## config.mk

```make
export PLATFORM = sky130hd
export DESIGN_NAME = execute
export DESIGN_NICKNAME = d
export VERILOG_FILES = /design/src/source/rv_pkg.sv /design/src/source/execute.sv
export SDC_FILE = /design/constraint.sdc
export NUM_CORES = 1
export LEC_CHECK = 0
export BUFFER_PORTS_ARGS = -buffer_cell sky130_fd_sc_hd__buf_2
export CORE_MARGIN = 8
export CORE_UTILIZATION = 50
export DETAILED_ROUTE_END_ITERATION = 12
export PLACE_DENSITY = 0.8
export SETUP_SLACK_MARGIN = 0.15
export SLEW_MARGIN = 20
export SYNTH_ARGS = -nofsm -noshare
export SYNTH_HDL_FRONTEND = slang
export SYNTH_SLANG_ARGS = --single-unit
```

## constraint.sdc

```tcl
create_clock -name vclk -period 7.4
set_input_delay 0.74 -clock vclk [all_inputs]
set_output_delay 0.74 -clock vclk [all_outputs]
set_load 0.01 [all_outputs]
```

## src/source/rv_pkg.sv

```systemverilog
package rv_pkg;

  typedef logic [63:0] xlen_t;
  typedef logic [31:0] inst_t;
  typedef logic [4:0]  reg_addr_t;
  typedef logic [7:0]  imem_addr_t; // instruction word index
  typedef logic [6:0]  opcode_t;

  localparam xlen_t RESET_PC    = 64'h0;
  localparam int    IMEM_DEPTH  = 256;
  localparam int    DMEM_DEPTH  = 256; // doublewords
  localparam inst_t EBREAK_INST = 32'h0010_0073;

  ////////////////////////////////////////
  // major opcodes
  localparam opcode_t OPC_LUI    = 7'b0110111;
  localparam opcode_t OPC_AUIPC  = 7'b0010111;
  localparam opcode_t OPC_JAL    = 7'b1101111;
  localparam opcode_t OPC_JALR   = 7'b1100111;
  localparam opcode_t OPC_BRANCH = 7'b1100011;
  localparam opcode_t OPC_LOAD   = 7'b0000011;
  localparam opcode_t OPC_STORE  = 7'b0100011;
  localparam opcode_t OPC_OPIMM  = 7'b0010011;
  localparam opcode_t OPC_OP     = 7'b0110011;
  localparam opcode_t OPC_SYSTEM = 7'b1110011;

  ////////////////////////////////////////
  // datapath selector codes
  typedef logic [2:0] alu_op_t;
  localparam alu_op_t ALU_ADD   = 3'd0;
  localparam alu_op_t ALU_SUB   = 3'd1;
  localparam alu_op_t ALU_AND   = 3'd2;
  localparam alu_op_t ALU_OR    = 3'd3;
  localparam alu_op_t ALU_XOR   = 3'd4;
  localparam alu_op_t ALU_SLT   = 3'd5;
  localparam alu_op_t ALU_SLTU  = 3'd6;
  localparam alu_op_t ALU_PASSB = 3'd7;

  typedef logic [1:0] src_a_sel_t;
  localparam src_a_sel_t SRC_A_REG  = 2'd0;
  localparam src_a_sel_t SRC_A_PC   = 2'd1;
  localparam src_a_sel_t SRC_A_ZERO = 2'd2;

  typedef logic [1:0] src_b_sel_t;
  localparam src_b_sel_t SRC_B_REG  = 2'd0;
  localparam src_b_sel_t SRC_B_IMM  = 2'd1;
  localparam src_b_sel_t SRC_B_FOUR = 2'd2;

  typedef logic [1:0] wb_sel_t;
  localparam wb_sel_t WB_ALU = 2'd0;
  localparam wb_sel_t WB_MEM = 2'd1;
  localparam wb_sel_t WB_PC4 = 2'd2;

  typedef logic [1:0] pc_sel_t;
  localparam pc_sel_t PC_SEQ    = 2'd0;
  localparam pc_sel_t PC_BRANCH = 2'd1;
  localparam pc_sel_t PC_JALR   = 2'd2;

  // same encoding as funct3[1:0] of loads and stores
  typedef logic [1:0] mem_size_t;
  localparam mem_size_t MEM_BYTE   = 2'd0;
  localparam mem_size_t MEM_WORD   = 2'd2;
  localparam mem_size_t MEM_DOUBLE = 2'd3;

  typedef struct packed {
    alu_op_t    alu_op;
    src_a_sel_t src_a_sel;
    src_b_sel_t src_b_sel;
    wb_sel_t    wb_sel;
    pc_sel_t    pc_sel;
    logic       reg_wen;
    logic       mem_wen;
    mem_size_t  mem_size;
    logic       mem_unsigned;
    logic       branch_ne;     // bne instead of beq
    logic       halt;
  } ctrl_t;

endpackage

```

## src/source/execute.sv

```systemverilog
`timescale 1ns/1ns

module execute (
  input  rv_pkg::ctrl_t ctrl_i,
  input  rv_pkg::xlen_t rs1_data_i,
  input  rv_pkg::xlen_t rs2_data_i,
  input  rv_pkg::xlen_t pc_i,
  input  rv_pkg::xlen_t imm_i,
  output rv_pkg::xlen_t alu_result_o,
  output logic          taken_o
);

  rv_pkg::xlen_t op_a;
  rv_pkg::xlen_t op_b;
  logic          regs_equal;

  ////////////////////////////////////////
  // operand select
  always_comb begin
    case (ctrl_i.src_a_sel)
      rv_pkg::SRC_A_PC:   op_a = pc_i;
      rv_pkg::SRC_A_ZERO: op_a = '0;
      default:            op_a = rs1_data_i;
    endcase
    case (ctrl_i.src_b_sel)
      rv_pkg::SRC_B_IMM:  op_b = imm_i;
      rv_pkg::SRC_B_FOUR: op_b = 64'd4;
      default:            op_b = rs2_data_i;
    endcase
  end

  always_comb begin
    case (ctrl_i.alu_op)
      rv_pkg::ALU_SUB:   alu_result_o = op_a - op_b;
      rv_pkg::ALU_AND:   alu_result_o = op_a & op_b;
      rv_pkg::ALU_OR:    alu_result_o = op_a | op_b;
      rv_pkg::ALU_XOR:   alu_result_o = op_a ^ op_b;
      rv_pkg::ALU_SLT:   alu_result_o = {63'b0, $signed(op_a) < $signed(op_b)};
      rv_pkg::ALU_SLTU:  alu_result_o = {63'b0, op_a < op_b};
      rv_pkg::ALU_PASSB: alu_result_o = op_b;
      default:           alu_result_o = op_a + op_b;
    endcase
  end

  ////////////////////////////////////////
  // branch condition
  assign regs_equal = (rs1_data_i == rs2_data_i);

  // a linking PC_BRANCH op is jal, always taken
  assign taken_o = (ctrl_i.pc_sel == rv_pkg::PC_BRANCH) &&
                   ((ctrl_i.wb_sel == rv_pkg::WB_PC4) || (regs_equal ^ ctrl_i.branch_ne));

endmodule

```

==> metrics.cfg <==
[worst_setup_path]
crit_end=alu_result_o[59]
cp-end-kind=output pin
path_max_fanout=25
crit_path_start=ctrl_i[11]
cp_data_required_time_ps=6660
path_class=primary input to output pin
crit_arrival_ps=6270
cp-start-kind=primary input

[placement]
dp_hpwl_um=56300
port_buffers=333
place_inst=2706
place.gp.congestion=1.03

[detailed_routing]
num_vias=18873
drtAntennaViolNets=0
wirelength_um=70600
routedWlPerCell_um=26.1
drc_errors=0
drt_iter0_markers=2675
via_per_inst=6.97
dr.pass1.iters=5

[synthesis]
synth_fp_nets=2609
synth_compound_area_share_pct=46.9
ys_seq_area_share_pct=0
synth_top_family_by_area=compound AO/OA/AOI/OAI gates
yosysWarnings=0
synth_fa_ha_area_share_pct=18.3
syn-cell-area_mm2=0.0136
syn_area_per_cell_um2=6.35
yosys.area_share.simple_pct=18.8
synth.distinct_cells=80
synthMuxAreaShare_pct=0.774
synth_cells=2138
synth_xor_area_share_pct=4.77

[cts]
cts_hold_buf=0
cts_setup_buffers=0
cts_resized=0

[timing]
finalSetupViolCount=0
grt_setup_unrepaired=no
finalHoldViolCount=0
post-route-min-period_ps=7010
max_freq_mhz=143
min_period_over_period_pct=94.7
drv_slew=0
slew_headroom_pct=33.3
worst_slew_pin_slew_ps=998
fin_tns_setup_ps=0

[floorplanning]
dieArea_mm2=0.0327
initial_core_util_pct=50.7
core_area_mm2=0.0268
ios=339
die_h_um=181
die_w_um=181
rows=60

[finish]
nFillCells=2696
seqCellArea_um2=0
syn_to_final_growth_pct=14.7
multiInputGateArea_mm2=0.0122
n_antenna_cell=0
flops_and_latches=0
final_util_pct=58.1
drive_above_1_share_pct=17.9
nets=2838
num-clock-buffers=0
fin_cells=2706

[pwr]
clkPwrFrac_pct=0
power.leakage_nw=7.07
p_comb_share_pct=100.0
p_sw_w=0.00136
power.internal_w=0.000732
p_per_area_mw_per_mm2=134
switching_share_pct=65.0
power.share.sequential_pct=0
ir_drop_mv=0.0708

[flow_run]
drv_cap=0

[outcome]
outcome=completed

[min_path]
hp-class=primary input to output pin
min_delay_path_depth=3

[grt]
grt_pass1_wl_um=106000
grtUsageTotal_pct=40.2
grt.overflow.total=0
antenna_found_initial=2
grt_max_degree=84
grt_pass1_vias=18020

[metal layers]
metal / vias to the layer above / part of all wire, % / wire length [um] / GRT usage (%)
met2: 1338 / 44 / 30900 / 65.1
met5: - / 0.034 / 24 / 0
met4: 4 / 6.5 / 4600 / 22.4
met3: 277 / 11 / 7980 / 9.05
li1: 8411 / - / - / -
met1: 8843 / 38 / 27000 / 48.7
[cells in the final DEF (no fill, tap or decap), drive strengths merged, types with 61 or more instances in the layout]
cell type and instances:
xnor2 72, inv 218, o21ai 159, buf 384, nor2 194, a21oi 233, a22o 77, ha 195
a22oi 61, nand2 153
[cell usage after synthesis (19+ instances only)]
library cell | number | area (um^2)
nor2_1 | 194 | 728
a31oi_1 | 24 | 150
o31ai_1 | 27 | 203
o221ai_1 | 25 | 219
a22oi_1 | 61 | 458
a22o_1 | 77 | 674
a221o_1 | 46 | 460
o21bai_1 | 33 | 248
nand4_1 | 38 | 238
nor2b_1 | 20 | 125
nor3_1 | 34 | 170
a21oi_1 | 233 | 1170
nand3_1 | 32 | 160
inv_1 | 217 | 815
o22ai_1 | 22 | 138
nor4_1 | 22 | 138
a221oi_1 | 19 | 166
a211oi_1 | 47 | 353
clkbuf_1 | 139 | 522
nand2_1 | 152 | 571
xnor2_1 | 72 | 631
o21ai_0 | 157 | 786
ha_1 | 195 | 2440
[worst max-delay path, cell delays in order]
cell,delay (ps)
buf_2,110
inv_1,50
ha_2,310
nor2b_4,320
buf_4,400
a22oi_1,200
inv_1,90
ha_1,380
nor2b_1,110
a2111oi_0,480
buf_4,200
a211oi_1,50
o21ai_0,430
a31oi_1,170
nor3_1,780
o41ai_1,340
nand2_1,200
a311oi_1,130
mux2_2,290
o22ai_1,240
buf_2,210
[stage by stage]
step | area [um^2] | hold WS [ps] | worst slack, ps | power (W)
6_report | 15600 | 1740 | 393 | 0.00209
5_1_grt | 15600 | 1750 | 209 | 0.00223
4_1_cts | 15600 | 1740 | 633 | 0.00202
3_5_place_dp | 15600 | 1740 | 649 | 0.00201
3_3_place_gp | 15600 | 1740 | 631 | 0.00198
2_1_floorplan | 13600 | 1530 | 1450 | 0.00130
[kinds of logic (layout without fill, tap and decap cells)]
family,Yosys count,count (layout)
and+or+nand+nor,556,556
adders and majority gates,197,197
buffers and inverters,379,606
xor gates and xnor gates,74,74
AOI/OAI and AO/OA,923,923
muxes,9,9
[power by group through the flow]
stage	sequential [W]	clock, W	combinational (W)
floorplan	0	0	0.00130
global placement	0	0	0.00198
detailed placement	0	0	0.00201
CTS	0	0	0.00202
global route	0	0	0.00223
finish	0	0	0.00209
[area by class of cell]
| type | count | share of cell area, % |
|---|---|---|
| multi-input cells | 1759 | 78.4 |
| inverters | 222 | 5.35 |
| repair buffers | 384 | 13.5 |
| well taps | 341 | 2.74 |
[how the worst min path moves through the flow]
| stage | from | end |
|---|---|---|
| detailed placement | ctrl_i[8] | taken_o |
| finish | ctrl_i[8] | taken_o |
| floorplan | ctrl_i[8] | taken_o |
| global route | ctrl_i[8] | taken_o |
| global placement | ctrl_i[8] | taken_o |
| CTS | ctrl_i[8] | taken_o |
Note: power is estimated with default switching activity, not from simulation.
