### src/source/rv_pkg.sv
package rv_pkg;

  typedef logic [63:0] xlen_t;
  typedef logic [31:0] inst_t;
  typedef logic [4:0]  reg_addr_t;
  typedef logic [7:0]  imem_addr_t; // instruction word index
  typedef logic [6:0]  opcode_t;

  localparam xlen_t RESET_PC    = 64'h0;
  localparam int    IMEM_DEPTH  = 256;
  localparam int    DMEM_DEPTH  = 256; // doublewords
  localparam inst_t EBREAK_INST = 32'h0010_0073;

  ////////////////////////////////////////
  // major opcodes
  localparam opcode_t OPC_LUI    = 7'b0110111;
  localparam opcode_t OPC_AUIPC  = 7'b0010111;
  localparam opcode_t OPC_JAL    = 7'b1101111;
  localparam opcode_t OPC_JALR   = 7'b1100111;
  localparam opcode_t OPC_BRANCH = 7'b1100011;
  localparam opcode_t OPC_LOAD   = 7'b0000011;
  localparam opcode_t OPC_STORE  = 7'b0100011;
  localparam opcode_t OPC_OPIMM  = 7'b0010011;
  localparam opcode_t OPC_OP     = 7'b0110011;
  localparam opcode_t OPC_SYSTEM = 7'b1110011;

  ////////////////////////////////////////
  // datapath selector codes
  typedef logic [2:0] alu_op_t;
  localparam alu_op_t ALU_ADD   = 3'd0;
  localparam alu_op_t ALU_SUB   = 3'd1;
  localparam alu_op_t ALU_AND   = 3'd2;
  localparam alu_op_t ALU_OR    = 3'd3;
  localparam alu_op_t ALU_XOR   = 3'd4;
  localparam alu_op_t ALU_SLT   = 3'd5;
  localparam alu_op_t ALU_SLTU  = 3'd6;
  localparam alu_op_t ALU_PASSB = 3'd7;

  typedef logic [1:0] src_a_sel_t;
  localparam src_a_sel_t SRC_A_REG  = 2'd0;
  localparam src_a_sel_t SRC_A_PC   = 2'd1;
  localparam src_a_sel_t SRC_A_ZERO = 2'd2;

  typedef logic [1:0] src_b_sel_t;
  localparam src_b_sel_t SRC_B_REG  = 2'd0;
  localparam src_b_sel_t SRC_B_IMM  = 2'd1;
  localparam src_b_sel_t SRC_B_FOUR = 2'd2;

  typedef logic [1:0] wb_sel_t;
  localparam wb_sel_t WB_ALU = 2'd0;
  localparam wb_sel_t WB_MEM = 2'd1;
  localparam wb_sel_t WB_PC4 = 2'd2;

  typedef logic [1:0] pc_sel_t;
  localparam pc_sel_t PC_SEQ    = 2'd0;
  localparam pc_sel_t PC_BRANCH = 2'd1;
  localparam pc_sel_t PC_JALR   = 2'd2;

  // same encoding as funct3[1:0] of loads and stores
  typedef logic [1:0] mem_size_t;
  localparam mem_size_t MEM_BYTE   = 2'd0;
  localparam mem_size_t MEM_WORD   = 2'd2;
  localparam mem_size_t MEM_DOUBLE = 2'd3;

  typedef struct packed {
    alu_op_t    alu_op;
    src_a_sel_t src_a_sel;
    src_b_sel_t src_b_sel;
    wb_sel_t    wb_sel;
    pc_sel_t    pc_sel;
    logic       reg_wen;
    logic       mem_wen;
    mem_size_t  mem_size;
    logic       mem_unsigned;
    logic       branch_ne;     // bne instead of beq
    logic       halt;
  } ctrl_t;

endpackage

### src/source/inst_decode.sv
`timescale 1ns/1ns

module inst_decode (
  input  rv_pkg::inst_t     inst_i,
  output rv_pkg::reg_addr_t rs1_o,
  output rv_pkg::reg_addr_t rs2_o,
  output rv_pkg::reg_addr_t rd_o,
  output rv_pkg::xlen_t     imm_o,
  output rv_pkg::ctrl_t     ctrl_o
);

  rv_pkg::opcode_t opcode;
  logic [2:0]      funct3;
  rv_pkg::xlen_t   imm_i_type;
  rv_pkg::xlen_t   imm_s_type;
  rv_pkg::xlen_t   imm_b_type;
  rv_pkg::xlen_t   imm_u_type;
  rv_pkg::xlen_t   imm_j_type;

  assign opcode = inst_i[6:0];
  assign funct3 = inst_i[14:12];
  assign rd_o   = inst_i[11:7];
  assign rs1_o  = inst_i[19:15];
  assign rs2_o  = inst_i[24:20];

  ////////////////////////////////////////
  // immediates, all sign extended
  assign imm_i_type = {{52{inst_i[31]}}, inst_i[31:20]};
  assign imm_s_type = {{52{inst_i[31]}}, inst_i[31:25], inst_i[11:7]};
  assign imm_b_type = {{51{inst_i[31]}}, inst_i[31], inst_i[7], inst_i[30:25],
                       inst_i[11:8], 1'b0};
  assign imm_u_type = {{32{inst_i[31]}}, inst_i[31:12], 12'b0};
  assign imm_j_type = {{43{inst_i[31]}}, inst_i[31], inst_i[19:12], inst_i[20],
                       inst_i[30:21], 1'b0};

  ////////////////////////////////////////
  // control
  always_comb begin
    ctrl_o              = '0;             // no-op unless matched below
    ctrl_o.alu_op       = rv_pkg::ALU_ADD;
    ctrl_o.src_a_sel    = rv_pkg::SRC_A_ZERO;
    ctrl_o.src_b_sel    = rv_pkg::SRC_B_IMM;
    ctrl_o.wb_sel       = rv_pkg::WB_ALU;
    ctrl_o.pc_sel       = rv_pkg::PC_SEQ;
    ctrl_o.mem_size     = rv_pkg::MEM_DOUBLE;
    imm_o               = imm_i_type;
    case (opcode)
      rv_pkg::OPC_LUI: begin
        ctrl_o.alu_op  = rv_pkg::ALU_PASSB;
        ctrl_o.reg_wen = 1'b1;
        imm_o          = imm_u_type;
      end
      rv_pkg::OPC_AUIPC: begin
        ctrl_o.src_a_sel = rv_pkg::SRC_A_PC;
        ctrl_o.reg_wen   = 1'b1;
        imm_o            = imm_u_type;
      end
      rv_pkg::OPC_OPIMM, rv_pkg::OPC_OP: begin
        ctrl_o.src_a_sel = rv_pkg::SRC_A_REG;
        ctrl_o.reg_wen   = 1'b1;
        if (opcode == rv_pkg::OPC_OP) ctrl_o.src_b_sel = rv_pkg::SRC_B_REG;
        case (funct3)
          3'b000: begin
            if (opcode == rv_pkg::OPC_OP && inst_i[30]) ctrl_o.alu_op = rv_pkg::ALU_SUB;
          end
          3'b010: ctrl_o.alu_op = rv_pkg::ALU_SLT;
          3'b011: ctrl_o.alu_op = rv_pkg::ALU_SLTU;
          3'b100: ctrl_o.alu_op = rv_pkg::ALU_XOR;
          3'b110: ctrl_o.alu_op = rv_pkg::ALU_OR;
          3'b111: ctrl_o.alu_op = rv_pkg::ALU_AND;
          default: ctrl_o.reg_wen = 1'b0;     // shifts not supported
        endcase
      end
      rv_pkg::OPC_JAL: begin
        ctrl_o.src_a_sel = rv_pkg::SRC_A_PC;  // alu sees pc + 4 as well
        ctrl_o.src_b_sel = rv_pkg::SRC_B_FOUR;
        ctrl_o.wb_sel    = rv_pkg::WB_PC4;
        ctrl_o.pc_sel    = rv_pkg::PC_BRANCH;
        ctrl_o.reg_wen   = 1'b1;
        imm_o            = imm_j_type;
      end
      rv_pkg::OPC_JALR: begin
        ctrl_o.src_a_sel = rv_pkg::SRC_A_REG;
        ctrl_o.wb_sel    = rv_pkg::WB_PC4;
        ctrl_o.pc_sel    = rv_pkg::PC_JALR;
        ctrl_o.reg_wen   = 1'b1;
      end
      rv_pkg::OPC_BRANCH: begin
        imm_o = imm_b_type;
        if (funct3[2:1] == 2'b00) begin       // beq / bne only
          ctrl_o.src_a_sel = rv_pkg::SRC_A_REG;
          ctrl_o.src_b_sel = rv_pkg::SRC_B_REG;
          ctrl_o.alu_op    = rv_pkg::ALU_SUB;
          ctrl_o.pc_sel    = rv_pkg::PC_BRANCH;
          ctrl_o.branch_ne = funct3[0];
        end
      end
      rv_pkg::OPC_LOAD: begin
        ctrl_o.src_a_sel    = rv_pkg::SRC_A_REG;
        ctrl_o.wb_sel       = rv_pkg::WB_MEM;
        ctrl_o.mem_size     = funct3[1:0];
        ctrl_o.mem_unsigned = funct3[2];
        case (funct3)
          3'b000, 3'b100, 3'b010, 3'b110, 3'b011: ctrl_o.reg_wen = 1'b1;
          default: ctrl_o.reg_wen = 1'b0;
        endcase
      end
      rv_pkg::OPC_STORE: begin
        ctrl_o.src_a_sel = rv_pkg::SRC_A_REG;
        ctrl_o.mem_size  = funct3[1:0];
        imm_o            = imm_s_type;
        case (funct3)
          3'b000, 3'b010, 3'b011: ctrl_o.mem_wen = 1'b1;
          default: ctrl_o.mem_wen = 1'b0;
        endcase
      end
      rv_pkg::OPC_SYSTEM: ctrl_o.halt = (inst_i == rv_pkg::EBREAK_INST);
      default: ;
    endcase
  end

endmodule

### config.mk
export PLATFORM = sky130hd
export DESIGN_NAME = inst_decode
export DESIGN_NICKNAME = d
export VERILOG_FILES = /design/src/source/rv_pkg.sv /design/src/source/inst_decode.sv
export SDC_FILE = /design/constraint.sdc
export NUM_CORES = 1
export LEC_CHECK = 0
export BUFFER_PORTS_ARGS = -buffer_cell sky130_fd_sc_hd__buf_2
export CAP_MARGIN = 20
export CORE_MARGIN = 1.5
export CORE_UTILIZATION = 35
export DETAILED_ROUTE_END_ITERATION = 6
export PLACE_DENSITY_LB_ADDON = 0.15
export SLEW_MARGIN = 20
export SYNTH_ARGS = -nofsm -noshare
export SYNTH_HDL_FRONTEND = slang
export SYNTH_SLANG_ARGS = --single-unit
### constraint.sdc
create_clock -name vclk -period 1.5
set_input_delay 0.15 -clock vclk [all_inputs]
set_output_delay 0.15 -clock vclk [all_outputs]
set_load 0.02 [all_outputs]
==> out/qor.csv <==
metric,value,unit
status,finished clean,
die_y,58.7,um
drv_cap,0,
cp-end-kind,output pin,
fmax,0.672,GHz
routabilityCongestion,0.851,
dp_hpwl,2980,um
pre_cts_slack,-70.5,ps
drc_errors,0,
cpMostUsedCell,buf_4,
grt_pass1_vias,1146,
antenna_found_initial,0,
yosysWarnings,0,
grt_max_degree,34,
yosys-top-cells-area,"buf_4, a21o_1, and2_1",
yosysMostFrequentCell,buf_4,
ys_seq_area_frac,0,
postCtsHoldBufs,0,
ys_types,38,
path_cells,buf_2 -> nand2b_4 -> buf_4 -> or4_4 -> o211ai_1 -> buf_4,
p_int,195,uW
slew-limit-headroom,0.732,
design.seq.count,0,
p_leak,0.988,nW
combPwrFrac,1.000,
drive_gt1_frac,0.675,
ant_nets,0,
die_w,58.7,um
avgSynthCellArea,6.96,um2
seq_area,0,um2
synth_nets,188,
area_delta_synth_final,49.7,%
start_util,0.362,
crit_cells,6,
tightestPinTransition,402,ps
critical_path.top_delay_family,simple AND/OR/NAND/NOR gates,
dpl_cell_area,0.00153,mm2
crit_end,ctrl_o[15],
setup.worst_path.start,inst_i[6],
ir_drop,0.174,mV
min_period,1490,ps
power.switching,320,uW
hold_class,primary input to output pin,
post-route-util,0.541,
report.final.slew_viol_count,0,
grt_use_total,0.182,
hold_viol_final,0,
clkbuf_count,0,
cp_max_fo,4,
first_pass_iters,4,
row_count,20,
postSynthCellCount,156,
grt-ovfl-total,0,
worstPathArrival,1340,ps
cp-start-kind,primary input,
critPathBufInv,3,
die_area,0.00345,mm2
final.setup.worst_slack,11.9,ps
io_pins,129,
clkPwrFrac,0,
p_sw_frac,0.621,
period_share,0.992,
grt_pass1_wl,5180,um
p_per_area,317,mW/mm2
yosysTopAreaCell,buf_4,
antennaDiodeCount,0,
crit_type,primary input to output pin,
cp_slowest_cell,or4_4,
setup_viol,0,
wirelength,3620,um
critPathMaxStageDelay,500,ps
yosys-top-cells-count,"buf_4, a21o_1, nor2_1, and2_1, nor4_1",
rsz0062_at_grt,true,
core,0.00300,mm2
drt-initial-drc-count,54,
power,515,uW
io_buffers,129,
wl_per_cell,12.6,um
synth_top_area_share,0.332,
cp.required,1350,ps
viasPerCell,5.01,
pwr-share-seq,0,
nets,289,
synthesis.area,0.00109,mm2
via_count,1442,
stdcell_area,0.00163,mm2
## routing by layer
metal / part of all wire / vias to the layer above / GRT usage
met1: 0.43 / 639 / 0.272
met5: 0 / - / 0
met2: 0.46 / 90 / 0.310
met4: 0 / 0 / 0
met3: 0.10 / 0 / 0.00879
li1: - / 713 / -
## power groups by stage
stage / clock network (mW) / logic [mW] / registers (mW)
2_1_floorplan: 0 / 0.368 / 0
3_3_place_gp: 0 / 0.501 / 0
3_5_place_dp: 0 / 0.501 / 0
4_1_cts: 0 / 0.503 / 0
5_1_grt: 0 / 0.555 / 0
6_report: 0 / 0.515 / 0
## area by class of cell
type                            instances  area (um2)
Fill cell                             312        1380
Inverter                                6        22.5
Multi-Input combinational cell         95         703
Tap cell                               33        41.3
Timing Repair Buffer                  154         858
## through the flow
step / instances / hold WS [ps] / TNS (ps)
floorplan: 156 / 352 / 0
global placement: 283 / 553 / -270
detailed placement: 283 / 558 / -531
CTS: 283 / 559 / 0
global route: 288 / 568 / -38.6
finish: 288 / 556 / 0
## cell families after synthesis
kind of cell | after synthesis | synth area share
AO/OA/AOI/OAI | 41 | 0.270
buffers and inverters | 62 | 0.399
AND/OR/NAND/NOR | 53 | 0.332
## placed cells by master (no fill, tap or decap), types with 2 or more instances in the layout
cell type / instances
nor4_1: 5
nand4_1: 2
buf_2: 125
nand2b_1: 4
buf_4: 26
nor2_1: 7
o31ai_1: 2
a21oi_1: 5
a22o_1: 4
nand3_1: 2
nand2_1: 4
a21o_1: 19
inv_1: 5
nor2_2: 2
nor3_4: 2
buf_6: 2
o21ai_0: 2
o211ai_1: 2
and2_1: 6
a31oi_1: 2
nor3_1: 5
## what timing repair did
action / 4_1_cts / 5_1_grt
setup endpoints to repair: 11 / 33
resized for setup: 2 / 12
buffers inserted: 0 / 4
pin swaps: 0 / 3
gates cloned: 0 / 1
## how the worst min path moves through the flow
stage | depth (start not counted) | slack (ps) | startpoint | to
final | 2 | 560 | inst_i[17] | rs1_o[2]
after global routing | 2 | 570 | inst_i[17] | rs1_o[2]
after CTS | 2 | 560 | inst_i[18] | rs1_o[3]
after detailed placement | 2 | 560 | inst_i[18] | rs1_o[3]
after global placement | 2 | 550 | inst_i[9] | rd_o[2]
after floorplan | 1 | 350 | inst_i[14] | ctrl_o[5]
No activity file was read; power rests on OpenSTA's default activity.
