**src/source/rv_pkg.sv**
```systemverilog
package rv_pkg;

  typedef logic [63:0] xlen_t;
  typedef logic [31:0] inst_t;
  typedef logic [4:0]  reg_addr_t;
  typedef logic [7:0]  imem_addr_t; // instruction word index
  typedef logic [6:0]  opcode_t;

  localparam xlen_t RESET_PC    = 64'h0;
  localparam int    IMEM_DEPTH  = 256;
  localparam int    DMEM_DEPTH  = 256; // doublewords
  localparam inst_t EBREAK_INST = 32'h0010_0073;

  ////////////////////////////////////////
  // major opcodes
  localparam opcode_t OPC_LUI    = 7'b0110111;
  localparam opcode_t OPC_AUIPC  = 7'b0010111;
  localparam opcode_t OPC_JAL    = 7'b1101111;
  localparam opcode_t OPC_JALR   = 7'b1100111;
  localparam opcode_t OPC_BRANCH = 7'b1100011;
  localparam opcode_t OPC_LOAD   = 7'b0000011;
  localparam opcode_t OPC_STORE  = 7'b0100011;
  localparam opcode_t OPC_OPIMM  = 7'b0010011;
  localparam opcode_t OPC_OP     = 7'b0110011;
  localparam opcode_t OPC_SYSTEM = 7'b1110011;

  ////////////////////////////////////////
  // datapath selector codes
  typedef logic [2:0] alu_op_t;
  localparam alu_op_t ALU_ADD   = 3'd0;
  localparam alu_op_t ALU_SUB   = 3'd1;
  localparam alu_op_t ALU_AND   = 3'd2;
  localparam alu_op_t ALU_OR    = 3'd3;
  localparam alu_op_t ALU_XOR   = 3'd4;
  localparam alu_op_t ALU_SLT   = 3'd5;
  localparam alu_op_t ALU_SLTU  = 3'd6;
  localparam alu_op_t ALU_PASSB = 3'd7;

  typedef logic [1:0] src_a_sel_t;
  localparam src_a_sel_t SRC_A_REG  = 2'd0;
  localparam src_a_sel_t SRC_A_PC   = 2'd1;
  localparam src_a_sel_t SRC_A_ZERO = 2'd2;

  typedef logic [1:0] src_b_sel_t;
  localparam src_b_sel_t SRC_B_REG  = 2'd0;
  localparam src_b_sel_t SRC_B_IMM  = 2'd1;
  localparam src_b_sel_t SRC_B_FOUR = 2'd2;

  typedef logic [1:0] wb_sel_t;
  localparam wb_sel_t WB_ALU = 2'd0;
  localparam wb_sel_t WB_MEM = 2'd1;
  localparam wb_sel_t WB_PC4 = 2'd2;

  typedef logic [1:0] pc_sel_t;
  localparam pc_sel_t PC_SEQ    = 2'd0;
  localparam pc_sel_t PC_BRANCH = 2'd1;
  localparam pc_sel_t PC_JALR   = 2'd2;

  // same encoding as funct3[1:0] of loads and stores
  typedef logic [1:0] mem_size_t;
  localparam mem_size_t MEM_BYTE   = 2'd0;
  localparam mem_size_t MEM_WORD   = 2'd2;
  localparam mem_size_t MEM_DOUBLE = 2'd3;

  typedef struct packed {
    alu_op_t    alu_op;
    src_a_sel_t src_a_sel;
    src_b_sel_t src_b_sel;
    wb_sel_t    wb_sel;
    pc_sel_t    pc_sel;
    logic       reg_wen;
    logic       mem_wen;
    mem_size_t  mem_size;
    logic       mem_unsigned;
    logic       branch_ne;     // bne instead of beq
    logic       halt;
  } ctrl_t;

endpackage

```
**src/source/write_back.sv**
```systemverilog
`timescale 1ns/1ns

module write_back (
  input  rv_pkg::ctrl_t ctrl_i,
  input  logic [2:0]    addr_low_i,
  input  rv_pkg::xlen_t mem_rdata_i,
  input  rv_pkg::xlen_t alu_result_i,
  input  rv_pkg::xlen_t pc_plus4_i,
  output rv_pkg::xlen_t wdata_o
);

  logic [7:0]    ld_byte;
  logic [31:0]   ld_word;
  rv_pkg::xlen_t load_val;

  assign ld_byte = mem_rdata_i[{addr_low_i, 3'b000} +: 8];
  assign ld_word = mem_rdata_i[{addr_low_i[2], 5'b00000} +: 32];

  always_comb begin
    case (ctrl_i.mem_size)
      rv_pkg::MEM_BYTE: load_val = ctrl_i.mem_unsigned ? {56'b0, ld_byte}
                                                       : {{56{ld_byte[7]}}, ld_byte};
      rv_pkg::MEM_WORD: load_val = ctrl_i.mem_unsigned ? {32'b0, ld_word}
                                                       : {{32{ld_word[31]}}, ld_word};
      default:          load_val = mem_rdata_i;
    endcase
  end

  always_comb begin
    case (ctrl_i.wb_sel)
      rv_pkg::WB_MEM: wdata_o = load_val;
      rv_pkg::WB_PC4: wdata_o = pc_plus4_i; // link value
      default:        wdata_o = alu_result_i;
    endcase
  end

endmodule

```
**config.mk**
```make
export PLATFORM = sky130hd
export DESIGN_NAME = write_back
export DESIGN_NICKNAME = d
export VERILOG_FILES = /design/src/source/rv_pkg.sv /design/src/source/write_back.sv
export SDC_FILE = /design/constraint.sdc
export NUM_CORES = 1
export LEC_CHECK = 0
export ABC_AREA = 1
export BUFFER_PORTS_ARGS = -buffer_cell sky130_fd_sc_hd__buf_2
export CAP_MARGIN = 0
export CORE_AREA = 2 2 108 110
export DETAILED_ROUTE_END_ITERATION = 12
export DIE_AREA = 0 0 110 112
export GPL_TIMING_DRIVEN = 0
export PLACE_DENSITY = 0.72
export SETUP_SLACK_MARGIN = 0.3
export SLEW_MARGIN = 20
export SYNTH_ARGS = -nofsm -noshare
export SYNTH_HDL_FRONTEND = slang
export SYNTH_SLANG_ARGS = --single-unit
```
**constraint.sdc**
```tcl
create_clock -name vclk -period 1.7
set_input_delay 0.085 -clock vclk [all_inputs]
set_output_delay 0.085 -clock vclk [all_outputs]
set_load 0.01 [all_outputs]
```
==> flow_summary.ini, run 1 <==
[power_and_ir_drop]
powerDensity_mw_per_mm2 = 343
ir_drop_uv = 181
p_leak_nw = 2.82

[cells_and_area]
design_area_mm2 = 0.00549
drive_above_1_share_pct = 51.7
area_growth_pct = 78.1
antennaDiodeCount = 0
layout.nets = 1141
seq_area_um2 = 0
stdcell_count = 1067
seq_cells = 0
clkbuf_count = 0

[detailed_routing]
vias_per_cell = 5.33
ant_nets = 0
drc = 0
drtIter0Drc = 400
wl_per_cell_um = 17.7
firstDrtPassIters = 6
vias = 5692
finalWirelength_mm = 18.8

[min_path]
hold_end = wdata_o[20]
hold_path_startpoint = alu_result_i[20]
min_path_cells = 4
hp-class = primary input to primary output

[global_route]
grt_max_degree = 11
antenna_found_initial = 0
grt.total_usage_pct = 28.2
gr-total-overflow = 0
grt_pass1_vias = 5335
grt_pass1_wl_mm = 27.2

[synthesis]
yosys.area_share.simple_pct = 34.2
synth_cell_type_count = 24
yosysTopAreaCell = a21oi_1
synthMuxAreaShare_pct = 0
synth-xor-area-share_pct = 0
synth_top_family_by_area = compound AO/OA/AOI/OAI gates
yosysWarnings = 0
synthCells = 637
yosysTopAreaCellShare_pct = 30.2
synth_compound_area_share_pct = 49.2
yosys.area_share.adder_pct = 0.811
yosysSeqAreaShare_pct = 0
synthTopCellsByArea = a21oi_1 30%, nor2_1 12%, nand2_1 11%, a21oi_2 8.5%, nand3_1 8.4%
syn_avg_cell_area_um2 = 4.84
syn-cell-area_mm2 = 0.00309
synthesis.nets = 852

[status]
status = finished, final reports clean

[critical_path]
crit_type = primary input to primary output
endpoint_kind = primary output
crit_required_ps = 1620
path_max_fanout = 8
max_stage_delay_ps = 180
crit_path_start_kind = primary input
crit_slowest_cell = buf_6
cp.arrival_ps = 1450
cp_cell_sequence = buf_8 -> buf_8 -> nand2_4 -> nand3_4 -> nand3_4 -> nand4_4 -> buf_6 -> buf_6 -> nand3_1 -> nand2_1 -> a21oi_2 -> buf_2

[timing]
hold_viol_final = 0
rsz0062_at_grt = yes
finalSetupTns_ps = 0
max_slew_margin_pct = 67.8
tightest_slew_ps = 483
fin_crit_sh_pct = 90.6
setup_viol = 0
clock.fmax_mhz = 650
worst_hold_slack_ps = 491
finalCriticalPeriod_ps = 1540
drv_slew = 0

[placed_design]
gp_congestion = 0.949
dpl_cell_area_mm2 = 0.00459
port_buffers = 264
dp_cells = 1044
dp_hpwl_mm = 14.7

[floorplanning]
die_y_um = 112
dieArea_mm2 = 0.0123
initial_core_util_pct = 27.6
row_count = 39
num_io_pins = 277
core_area_mm2 = 0.0112
die_x_um = 110

[job]
maxCapViolations = 0

[clock_network]
cts_hold_buf = 0
how the worst max path moves through the flow:
stage | startpoint | end | cells after the start | slack (ps)
floorplan | ctrl_i[9] | wdata_o[0] | 6 | 360
global placement | ctrl_i[9] | wdata_o[21] | 8 | -340
detailed placement | ctrl_i[9] | wdata_o[21] | 8 | -340
CTS | addr_low_i[0] | wdata_o[52] | 11 | 180
global route | addr_low_i[0] | wdata_o[63] | 11 | 90
finish | addr_low_i[0] | wdata_o[26] | 12 | 160
critical path: cells and delay by family:
kind                   cells  cell delay (ps)
buffers and inverters      5              690
AO/OA/AOI/OAI              1              160
AND/OR/NAND/NOR            6              520
layout by cell type, fill, tap and decap left out, types with 25 or more instances in the layout:
cell type / netlist / routed
a21oi_1: 186 / 158
a21oi_2: 30 / 55
buf_2: 15 / 265
inv_1: 50 / 45
nand2_1: 93 / 52
nand2_2: 2 / 34
nand3_1: 52 / 39
nor2_1: 95 / 90
o21ai_0: 39 / 25
cell usage after synthesis (all sizes together):
library cell / number
a21oi: 216
nor2: 97
nand2: 95
nand3: 55
inv: 53
o21ai: 48
clkbuf: 36
buf: 23
a22oi: 5
o211ai: 5
ha: 2
a32oi: 1
nand4: 1
metal layers:
| layer | share of wire (%) | GRT usage [%] | wire length (um) |
|---|---|---|---|
| met4 | 2.5 | 6.08 | 463 |
| met1 | 40 | 35.9 | 7490 |
| met3 | 10 | 4.33 | 1940 |
| met2 | 48 | 49.3 | 8960 |
| met5 | 0 | 0 | 0 |
kinds of logic after synthesis:
kind of cell / Yosys count
fa+ha+maj: 2
compound gates: 275
simple gates: 248
buf+inv: 112
layout make-up:
| class | instances | area [um^2] |
|---|---|---|
| Buffer | 59 | 508 |
| Fill cell | 1252 | 5680 |
| Inverter | 53 | 204 |
| Multi-Input combinational cell | 525 | 3020 |
| Tap cell | 143 | 179 |
| Timing Repair Buffer | 287 | 1590 |
report_power, final:
part	leakage, nW	switching (W)	internal, W	total, W
registers	0	0	0	0
clock network	0	0	0	0
logic	2.82	0.00108	0.000810	0.00189
total	2.82	0.00108	0.000810	0.00189
stage by stage:
step | power, W | utilization (%) | setup slack (ps)
final | 0.00189 | 49.2 | 161
after global routing | 0.00204 | 49.2 | 94.0
after CTS | 0.00170 | 44.5 | 182
after global placement | 0.00155 | 41.0 | -344
after detailed placement | 0.00157 | 41.0 | -342
after floorplan | 0.000891 | - | 362
what timing repair did:
item                                    in CTS  in global routing
setup buffers                                9                  6
pin swaps                                   13                 30
cloned                                       4                  4
endpoints found under the setup margin      64                 64
resized for setup                          105                155
Note: power is estimated with default switching activity, not from simulation.
==> run 2: changes to the inputs <==
Settings changed: REMOVE_ABC_BUFFERS set to 1.
==> run 2 against run 1 <==
Against the previous run: combinational power up 2%; count of clock-buffer cells in the layout unchanged; wire length up 1.2%; highest routed layer unchanged.
==> flow_summary.ini, run 2 (synthesized netlist as in run 1, its figures left out) <==
[floorplanning]
core_area_mm2 = 0.0112
num_io_pins = 277
dieArea_mm2 = 0.0123
die_y_um = 112
die_x_um = 110
row_count = 39
initial_core_util_pct = 27.6

[global_route]
grt_max_degree = 65
gr-total-overflow = 0
antenna_found_initial = 0
grt_pass1_vias = 5038
grt_pass1_wl_mm = 27.3
grt.total_usage_pct = 28.9

[critical_path]
cp_cell_sequence = buf_16 -> clkinvlp_4 -> nand3_4 -> nand3_4 -> nand4_4 -> buf_6 -> buf_12 -> nand3_2 -> nand2_2 -> a21oi_2 -> buf_2
endpoint_kind = primary output
max_stage_delay_ps = 170
path_max_fanout = 7
cp.arrival_ps = 1430
crit_slowest_cell = a21oi_2
crit_required_ps = 1620
crit_start = addr_low_i[1]
cpMostUsedCell = nand3_4
crit_path_start_kind = primary input
crit_type = primary input to primary output

[cells_and_area]
area_growth_pct = 80.2
layout_common_cells = 259 x buf_2, 169 x a21oi_1, 91 x nor2_1, 66 x nand2_1, 47 x a21oi_2
seq_cells = 0
mostFrequentLayoutCell = buf_2
layout.nets = 1113
fillers = 1194
utilization_pct = 49.8
seq_area_um2 = 0
drive_above_1_share_pct = 48.0
antennaDiodeCount = 0
clkbuf_count = 0
stdcell_count = 1039

[power_and_ir_drop]
powerDensity_mw_per_mm2 = 346
ir_drop_uv = 285
p_leak_nw = 2.80

[timing]
tightest_slew_ps = 469
rsz0062_at_grt = yes
fin_crit_sh_pct = 89.0
max_slew_margin_pct = 68.7
finalCriticalPeriod_ps = 1510
clock.fmax_mhz = 661
drv_slew = 0
setup_viol = 0
fin_ws_ps = 188
hold_viol_final = 0

[min_path]
hp-class = primary input to primary output
hold_path_startpoint = alu_result_i[17]

[detailed_routing]
drc = 0
vias = 5600
finalWirelength_mm = 19.1
drtIter0Drc = 348
vias_per_cell = 5.39
wl_per_cell_um = 18.4
firstDrtPassIters = 5
ant_nets = 0

[placed_design]
dp_hpwl_mm = 9.96
gp_congestion = 0.785
port_buffers = 264
place_ws_ps = -1210
dp_cells = 986

[status]
status = finished, final reports clean

[job]
maxCapViolations = 0
## run 2: metal layers
metal | vias to the layer above | global-route usage, % | wire length, um
li1 | 2695 | - | -
met2 | 333 | 49.1 | 8900
met4 | 0 | 8.69 | 545
met3 | 44 | 5.21 | 2010
met1 | 2528 | 36.7 | 7630
met5 | - | 0 | 0
## run 2: stage by stage
stage	cell area (um^2)	power, W	setup TNS, ps	hold slack, ps
floorplan	2800	0.000807	-42960	316
global placement	4300	0.00146	-132570	490
detailed placement	4340	0.00147	-64260	489
CTS	5270	0.00181	0	490
global route	5560	0.00209	0	510
finish	5560	0.00193	0	489
## run 2: power breakdown
group	leakage [nW]	switching (W)	total (W)	internal, W
clock network	0	0	0	0
logic	2.80	0.00107	0.00193	0.000854
registers	0	0	0	0
total	2.80	0.00107	0.00193	0.000854
## run 2: worst max-delay path: cells and delay by family
kind | cells | cell delay [ps]
simple gates | 5 | 450
buf+inv | 5 | 700
compound gates | 1 | 170
## run 2: repair_timing
action	in CTS	in global routing
hold buffers	0	0
pin swaps	19	21
setup buffers	32	11
endpoints found under the setup margin	64	64
cloned	10	0
resized for setup	95	51
## run 2: area by class of cell
class / instances / area [um^2] / share of cell area (%)
Inverter: 53 / 274 / 4.93
Timing Repair inverter: 1 / 8.76 / 0.158
Timing Repair Buffer: 315 / 2170 / 39.0
Multi-Input combinational cell: 527 / 2930 / 52.7
Tap cell: 143 / 179 / 3.22
## run 2: worst paths after layout
kind  slack [ps]     endpoint  cells after the start
max          190  wdata_o[13]                     11
min          490  wdata_o[17]                      4
