### src/source/rv_pkg.sv
package rv_pkg;

  typedef logic [63:0] xlen_t;
  typedef logic [31:0] inst_t;
  typedef logic [4:0]  reg_addr_t;
  typedef logic [7:0]  imem_addr_t; // instruction word index
  typedef logic [6:0]  opcode_t;

  localparam xlen_t RESET_PC    = 64'h0;
  localparam int    IMEM_DEPTH  = 256;
  localparam int    DMEM_DEPTH  = 256; // doublewords
  localparam inst_t EBREAK_INST = 32'h0010_0073;

  ////////////////////////////////////////
  // major opcodes
  localparam opcode_t OPC_LUI    = 7'b0110111;
  localparam opcode_t OPC_AUIPC  = 7'b0010111;
  localparam opcode_t OPC_JAL    = 7'b1101111;
  localparam opcode_t OPC_JALR   = 7'b1100111;
  localparam opcode_t OPC_BRANCH = 7'b1100011;
  localparam opcode_t OPC_LOAD   = 7'b0000011;
  localparam opcode_t OPC_STORE  = 7'b0100011;
  localparam opcode_t OPC_OPIMM  = 7'b0010011;
  localparam opcode_t OPC_OP     = 7'b0110011;
  localparam opcode_t OPC_SYSTEM = 7'b1110011;

  ////////////////////////////////////////
  // datapath selector codes
  typedef logic [2:0] alu_op_t;
  localparam alu_op_t ALU_ADD   = 3'd0;
  localparam alu_op_t ALU_SUB   = 3'd1;
  localparam alu_op_t ALU_AND   = 3'd2;
  localparam alu_op_t ALU_OR    = 3'd3;
  localparam alu_op_t ALU_XOR   = 3'd4;
  localparam alu_op_t ALU_SLT   = 3'd5;
  localparam alu_op_t ALU_SLTU  = 3'd6;
  localparam alu_op_t ALU_PASSB = 3'd7;

  typedef logic [1:0] src_a_sel_t;
  localparam src_a_sel_t SRC_A_REG  = 2'd0;
  localparam src_a_sel_t SRC_A_PC   = 2'd1;
  localparam src_a_sel_t SRC_A_ZERO = 2'd2;

  typedef logic [1:0] src_b_sel_t;
  localparam src_b_sel_t SRC_B_REG  = 2'd0;
  localparam src_b_sel_t SRC_B_IMM  = 2'd1;
  localparam src_b_sel_t SRC_B_FOUR = 2'd2;

  typedef logic [1:0] wb_sel_t;
  localparam wb_sel_t WB_ALU = 2'd0;
  localparam wb_sel_t WB_MEM = 2'd1;
  localparam wb_sel_t WB_PC4 = 2'd2;

  typedef logic [1:0] pc_sel_t;
  localparam pc_sel_t PC_SEQ    = 2'd0;
  localparam pc_sel_t PC_BRANCH = 2'd1;
  localparam pc_sel_t PC_JALR   = 2'd2;

  // same encoding as funct3[1:0] of loads and stores
  typedef logic [1:0] mem_size_t;
  localparam mem_size_t MEM_BYTE   = 2'd0;
  localparam mem_size_t MEM_WORD   = 2'd2;
  localparam mem_size_t MEM_DOUBLE = 2'd3;

  typedef struct packed {
    alu_op_t    alu_op;
    src_a_sel_t src_a_sel;
    src_b_sel_t src_b_sel;
    wb_sel_t    wb_sel;
    pc_sel_t    pc_sel;
    logic       reg_wen;
    logic       mem_wen;
    mem_size_t  mem_size;
    logic       mem_unsigned;
    logic       branch_ne;     // bne instead of beq
    logic       halt;
  } ctrl_t;

endpackage

### src/source/pc_unit.sv
`timescale 1ns/1ns

module pc_unit (
  input  logic             clk,
  input  logic             rst_n_i,
  input  logic             halt_i,
  input  rv_pkg::pc_sel_t  pc_sel_i,
  input  logic             taken_i,
  input  rv_pkg::xlen_t    imm_i,
  input  rv_pkg::xlen_t    jalr_target_i,
  output rv_pkg::xlen_t    pc_o,
  output rv_pkg::xlen_t    pc_plus4_o
);

  rv_pkg::xlen_t pc_q;
  rv_pkg::xlen_t pc_next;
  rv_pkg::xlen_t branch_target;
  logic          halted_q; // sticky once ebreak is seen

  assign pc_plus4_o    = pc_q + 64'd4;
  assign branch_target = pc_q + imm_i;

  always_comb begin
    case (pc_sel_i)
      rv_pkg::PC_BRANCH: pc_next = taken_i ? branch_target : pc_plus4_o;
      rv_pkg::PC_JALR:   pc_next = {jalr_target_i[63:1], 1'b0};
      default:           pc_next = pc_plus4_o;
    endcase
  end

  always_ff @(posedge clk) begin
    if (!rst_n_i) begin
      pc_q     <= rv_pkg::RESET_PC;
      halted_q <= 1'b0;
    end else begin
      halted_q <= halted_q | halt_i;
      if (!(halt_i || halted_q)) pc_q <= pc_next; // frozen on ebreak
    end
  end

  assign pc_o = pc_q;

endmodule

### config.mk
export PLATFORM = sky130hd
export DESIGN_NAME = pc_unit
export DESIGN_NICKNAME = d
export VERILOG_FILES = /design/src/source/rv_pkg.sv /design/src/source/pc_unit.sv
export SDC_FILE = /design/constraint.sdc
export NUM_CORES = 1
export LEC_CHECK = 0
export BUFFER_PORTS_ARGS = -buffer_cell sky130_fd_sc_hd__buf_4
export CAP_MARGIN = 25
export CORE_MARGIN = 4
export CORE_UTILIZATION = 37
export DETAILED_ROUTE_END_ITERATION = 12
export PLACE_DENSITY = 0.65
export SETUP_SLACK_MARGIN = 0.1
export SYNTH_ARGS = -nofsm -noshare
export SYNTH_HDL_FRONTEND = slang
export SYNTH_SLANG_ARGS = --single-unit
### constraint.sdc
create_clock -name clk -period 4.6 [get_ports clk]
set_input_delay 1.15 -clock clk [delete_from_list [all_inputs] [get_ports clk]]
set_output_delay 1.15 -clock clk [all_outputs]
set_load 0.02 [all_outputs]
==> results.yml, run 1 <==
logic_synthesis:
  async_flop_share: 0
  yosys.area.top_type_share: 0.148
  yosys_most_used_dff: "dfxtp_1"
  yosysSeqAreaShare: 0.148
  syn_avg_cell_area_um2: 6.93
  synthCells: 1267
  synth_edf_count: 0
  ys_ff_latch: 65
  syn_nets: 1468
  syn-cell-area_mm2: 0.00878
  synth_top_area_cell: "dfxtp_1"
  yosysWarnings: 0
  ys_top_cells_by_area: "dfxtp_1, ha_1, a21oi_1"
  synthDistinctLibCells: 79
clocking:
  cts_sinks: 65
  cts_tree: "built"
  root_buffer: "clkbuf_16"
  clkTransAtPathRegs_ps: 60
  cts-buffers-inserted: 9
  htree_levels: 3
  clk_latency_ps: 360
  ctsHoldBuffers: 0
  cts_buffer_depth: 2
pwr:
  internal-power_mw: 1.49
  power_leakage_nw: 5.12
  power_frac_seq: 0.261
  swShare: 0.417
  cellPowerDensity_mw_per_mm2: 224
  power.switching_mw: 1.07
  power_mw: 2.55
  p_comb_frac: 0.449
  pwr-share-clk: 0.290
  peakVddDrop_uv: 145
sta:
  tightest_slew_ps: 784
  fmax_mhz: 230
  rsz0062_at_grt: "false"
  hold_viol: 0
  layout_min_cycle_time_ps: 4340
  slew_headroom: 0.476
  slew_viol_final: 0
  setup_viol: 0
  setup_slack_ps: 257
  clock_skew_ps: 10.2
  fin_crit_sh: 0.944
  setup_tns_ps: 0
floorplan:
  die_w_um: 162
  dieArea_mm2: 0.0263
  start_util: 0.375
  row_count: 56
  die_h_um: 162
  design.core.area_mm2: 0.0234
  pin_count: 262
grt:
  grt_pass1_vias: 10576
  grt_max_degree: 48
  grt_first_pass_wirelength_um: 60700
  grt_overflow: 0
  antenna_found_initial: 1
  grt_util_all_layers: 0.291
final_layout:
  syn2layout_area_growth_pct: 30.0
  layout_commonest_cell: "buf_4"
  layout_common_cells: "buf_4, nand2_1, a21oi_1"
  drive_gt1_frac: 0.231
  n_antenna_cell: 0
  multi_input_area_mm2: 0.00702
  layout.nets: 1697
  nFillCells: 2488
  stdcell_count: 1820
  seqCellArea_mm2: 0.00130
worst_setup_path:
  rr_startpoint: "pc_o[7]"
  crit_path_start: "pc_o[2]"
  path_class: "reg2out"
  crit_path_max_fanout: 7
  worstPathArrival_ps: 3190
  critical_path_required_ps: 3450
  critPathCaptureType: "output pin"
  crit_path_start_kind: "flip-flop"
detailed_routing:
  routed_via_density: 6.04
  drt_wl_total_um: 40000
  wl_per_cell_um: 22.0
  postRouteAntennaNets: 0
  drc: 0
  first_pass_iters: 5
  drt_iter0_markers: 1066
  vias: 10987
run_status:
  status: "completed"
place:
  gp_routability_congestion: 0.983
  place_ws_ps: 269
  port_buffers: 260
  post-place-cells: 1800
  place_hpwl_um: 30400
worst_hold_path:
  hold_path_class: "reg2reg"
  worstHoldStart: "pc_o[0]"
run:
  drv_cap: 0
-- routing by layer --
layer	up-vias	GRT usage	share of wire
met5	-	0	0
met4	0	0.111	0.036
met3	83	0.0429	0.080
met2	567	0.473	0.46
met1	5164	0.392	0.43
li1	5173	-	-
-- synth_stat cells, drive strengths merged (22+ instances only) --
master    n
clkbuf   65
a221oi   31
a21oi   135
nand2   157
nand3    39
o21ai   121
xor2     37
nand4    38
ha       66
dfxtp    65
a22oi    22
a21o     38
nor3     25
inv      39
xnor2    73
nor2    100
-- worst max-delay path, cell delays in order, from the launching register on --
cell     delay [ps]
dfxtp_1         480
ha_1            330
and4_2          360
nand2_1         160
nor4_4          330
buf_4           210
and2_1          150
nand2_1         100
nor2_1          140
xor2_1          360
buf_4           220
-- per-stage QoR --
stage | area [um2] | utilization | hold WS [ps]
after floorplan | 8780 | - | 557
after global placement | 11100 | 0.474 | 496
after detailed placement | 11100 | 0.474 | 511
after CTS | 11400 | 0.486 | 520
after global routing | 11400 | 0.488 | 559
final | 11400 | 0.488 | 526
-- timing repair --
| action | in CTS | in global routing |
|---|---|---|
| gates resized for setup | 0 | 1 |
| setup buffers | 0 | 4 |
| setup endpoints to repair | 0 | 3 |
-- area by class of cell --
type | instances | share of cell area
inverter | 40 | 0.0132
timing repair buffer | 299 | 0.197
multi-input combinational | 1081 | 0.615
tap | 319 | 0.0350
clock buffer | 10 | 0.0209
clock inverter | 6 | 0.00504
sequential | 65 | 0.114
-- power by group through the flow --
stage	Clock, mW	Sequential [mW]	Combinational (mW)
final	0.740	0.667	1.15
after global routing	0.766	0.673	1.23
after CTS	0.744	0.665	1.13
after detailed placement	0	0.677	1.12
after global placement	0	0.677	1.12
after floorplan	0	0.704	0.658
-- state kept, by name, indices dropped and copies added, names as in the netlist --
signal,count
halted_q,1
pc_o,64
-- kinds of logic (layout without fill, tap and decap cells) --
group                      count (synthesis)  in the layout  synth area share
AOI/OAI and AO/OA                        471            471             0.342
DFF                                       65             65             0.148
muxes                                      4              4           0.00499
buffers and inverters                    121            355            0.0536
adders and majority gates                 67             67            0.0963
xor gates and xnor gates                 110            110             0.111
and+or+nand+nor                          429            429             0.244
-- path summary, 6_finish.rpt --
| path | end | slack, ps | depth (start not counted) |
|---|---|---|---|
| worst min-delay path | pc_o[0] | 530 | 2 |
| worst max register to register | pc_o[49] | 1000 | 10 |
| worst min register to register | pc_o[0] | 530 | 2 |
| worst max-delay path | pc_plus4_o[52] | 260 | 10 |
No activity file was read; power rests on OpenSTA's default activity.
==> run 2: changes to the inputs <==
--- a/config.mk
+++ b/config.mk
@@ -9,6 +9,8 @@
 export CAP_MARGIN = 25
+export CELL_PAD_IN_SITES_DETAIL_PLACEMENT = 1
+export CELL_PAD_IN_SITES_GLOBAL_PLACEMENT = 2
 export CORE_MARGIN = 4
-export CORE_UTILIZATION = 37
+export CORE_UTILIZATION = 29
 export DETAILED_ROUTE_END_ITERATION = 12
-export PLACE_DENSITY = 0.65
+export PLACE_DENSITY = 0.87
 export SETUP_SLACK_MARGIN = 0.1
--- a/constraint.sdc
+++ b/constraint.sdc
@@ -3,2 +3,2 @@
 set_output_delay 1.15 -clock clk [all_outputs]
-set_load 0.02 [all_outputs]
+set_load 0.01 [all_outputs]
==> run 2 against run 1 <==
  * Fmax rose by 0.11%
  * Via count is 0.85% higher
  * Die area grew 26%
  * Register-to-register slack lost 130 ps
  * Sequential share of layout area decreased by 0.19 points
  * Global-route usage decreased by 2.9 points
  * Critical endpoint is now pc_plus4_o[62]
  * Largest power group unchanged
==> results.yml, run 2 (synthesis gave the netlist of run 1 again) <==
floorplan:
  die_w_um: 182
  dieArea_mm2: 0.0331
  die_h_um: 182
  row_count: 63
  design.core.area_mm2: 0.0298
  start_util: 0.295
  pin_count: 262
worst_setup_path:
  path_class: "reg2out"
  critPathCaptureType: "output pin"
  r2r_slack_ps: 870
  worstPathArrival_ps: 3190
  r2r_end: "pc_o[63]"
  r2r_cells: 12
  critical_path_required_ps: 3450
  crit_path_max_fanout: 7
  crit_path_start: "pc_o[3]"
  crit_path_start_kind: "flip-flop"
  rr_startpoint: "pc_o[9]"
  crit_end: "pc_plus4_o[62]"
clocking:
  cts-buffers-inserted: 9
  cts_tree: "built"
  htree_levels: 3
  root_buffer: "clkbuf_16"
  clk_latency_ps: 360
  cts_buffer_depth: 2
  clkTransAtPathRegs_ps: 70
  cts_sinks: 65
  ctsHoldBuffers: 0
detailed_routing:
  wl_per_cell_um: 24.0
  drt_iter0_markers: 752
  drt_wl_total_um: 45600
  drc: 0
  postRouteAntennaNets: 0
  first_pass_iters: 5
  vias: 11080
  routed_via_density: 5.83
final_layout:
  largest_reg_flops: 64
  layout_common_cells: "buf_4, nand2_1, a21oi_1"
  fin_util: 0.390
  stdcell_area_mm2: 0.0116
  n_antenna_cell: 0
  layout_commonest_cell: "buf_4"
  stdcell_count: 1901
  drive_gt1_frac: 0.236
  nFillCells: 3800
  seqCellArea_mm2: 0.00130
  multi_input_area_mm2: 0.00702
  syn2layout_area_growth_pct: 32.2
  layout.nets: 1708
grt:
  grt_pass1_vias: 11292
  grt_max_degree: 45
  grt_overflow: 0
  grt_first_pass_wirelength_um: 68200
  grt_util_all_layers: 0.262
  antenna_found_initial: 1
place:
  place_area_mm2: 0.0113
  place_hpwl_um: 35600
  post-place-cells: 1883
  port_buffers: 260
  gp_routability_congestion: 0.914
pwr:
  pwr-share-clk: 0.312
  peakVddDrop_uv: 175
  cellPowerDensity_mw_per_mm2: 225
  power.switching_mw: 1.06
  power_leakage_nw: 5.18
  p_comb_frac: 0.431
  swShare: 0.407
  internal-power_mw: 1.55
  power_frac_seq: 0.256
sta:
  layout_min_cycle_time_ps: 4340
  slew_viol_final: 0
  tightest_slew_ps: 611
  rsz0062_at_grt: "false"
  clock_skew_ps: 10.9
  setup_tns_ps: 0
  hold_viol: 0
  fmax_mhz: 230
  slew_headroom: 0.586
  fin_crit_sh: 0.943
  setup_viol: 0
worst_hold_path:
  hold_path_class: "reg2reg"
run_status:
  status: "completed"
run:
  drv_cap: 0
## run 2: critical path, stage by stage, from the launching register on
cell and delay (ps):
dfxtp_1 420, ha_1 320, and4_2 370, nand4_4 210
or3_4 480, nor4_4 220, buf_4 200, nand4_1 210
xnor2_2 240, buf_4 160
## run 2: through the flow
stage / power (mW) / worst slack, ps / hold slack (ps)
6_report: 2.61 / 261 / 524
5_1_grt: 2.74 / 107 / 561
2_1_floorplan: 1.31 / 952 / 504
3_5_place_dp: 1.79 / 115 / 521
3_3_place_gp: 1.78 / 112 / 513
4_1_cts: 2.62 / 119 / 530
## run 2: how the worst min path moves through the flow
stage	cells past startpoint	end	start
finish	2	pc_o[39]	pc_o[39]
global route	2	pc_o[39]	pc_o[39]
CTS	2	pc_o[39]	pc_o[39]
detailed placement	2	pc_o[39]	pc_o[39]
global placement	2	pc_o[39]	pc_o[39]
floorplan	2	pc_o[39]	pc_o[39]
## run 2: metal layers
metal,routed length (um),vias to the layer above,GRT usage
met2,21400,394,0.441
met5,18,-,0
li1,-,5177,-
met1,20100,5426,0.343
met4,1380,2,0.0787
met3,2730,81,0.0457
## run 2: power groups by stage
| stage | Sequential [mW] | Clock [mW] | Combinational (mW) |
|---|---|---|---|
| after CTS | 0.669 | 0.832 | 1.12 |
| after floorplan | 0.677 | 0 | 0.630 |
| final | 0.669 | 0.816 | 1.13 |
| after global routing | 0.677 | 0.846 | 1.22 |
| after detailed placement | 0.681 | 0 | 1.11 |
| after global placement | 0.679 | 0 | 1.10 |
## run 2: area by class of cell
class                      instances  share of cell area
clock buffer                      10              0.0206
sequential                        65               0.112
clock inverter                     5             0.00690
multi-input combinational       1081               0.605
inverter                          40              0.0129
timing repair buffer             310               0.200
tap                              390              0.0420
## run 2: what timing repair did
item	CTS	global route
resized for setup	0	3
setup endpoints to repair	0	7
setup buffers	0	3
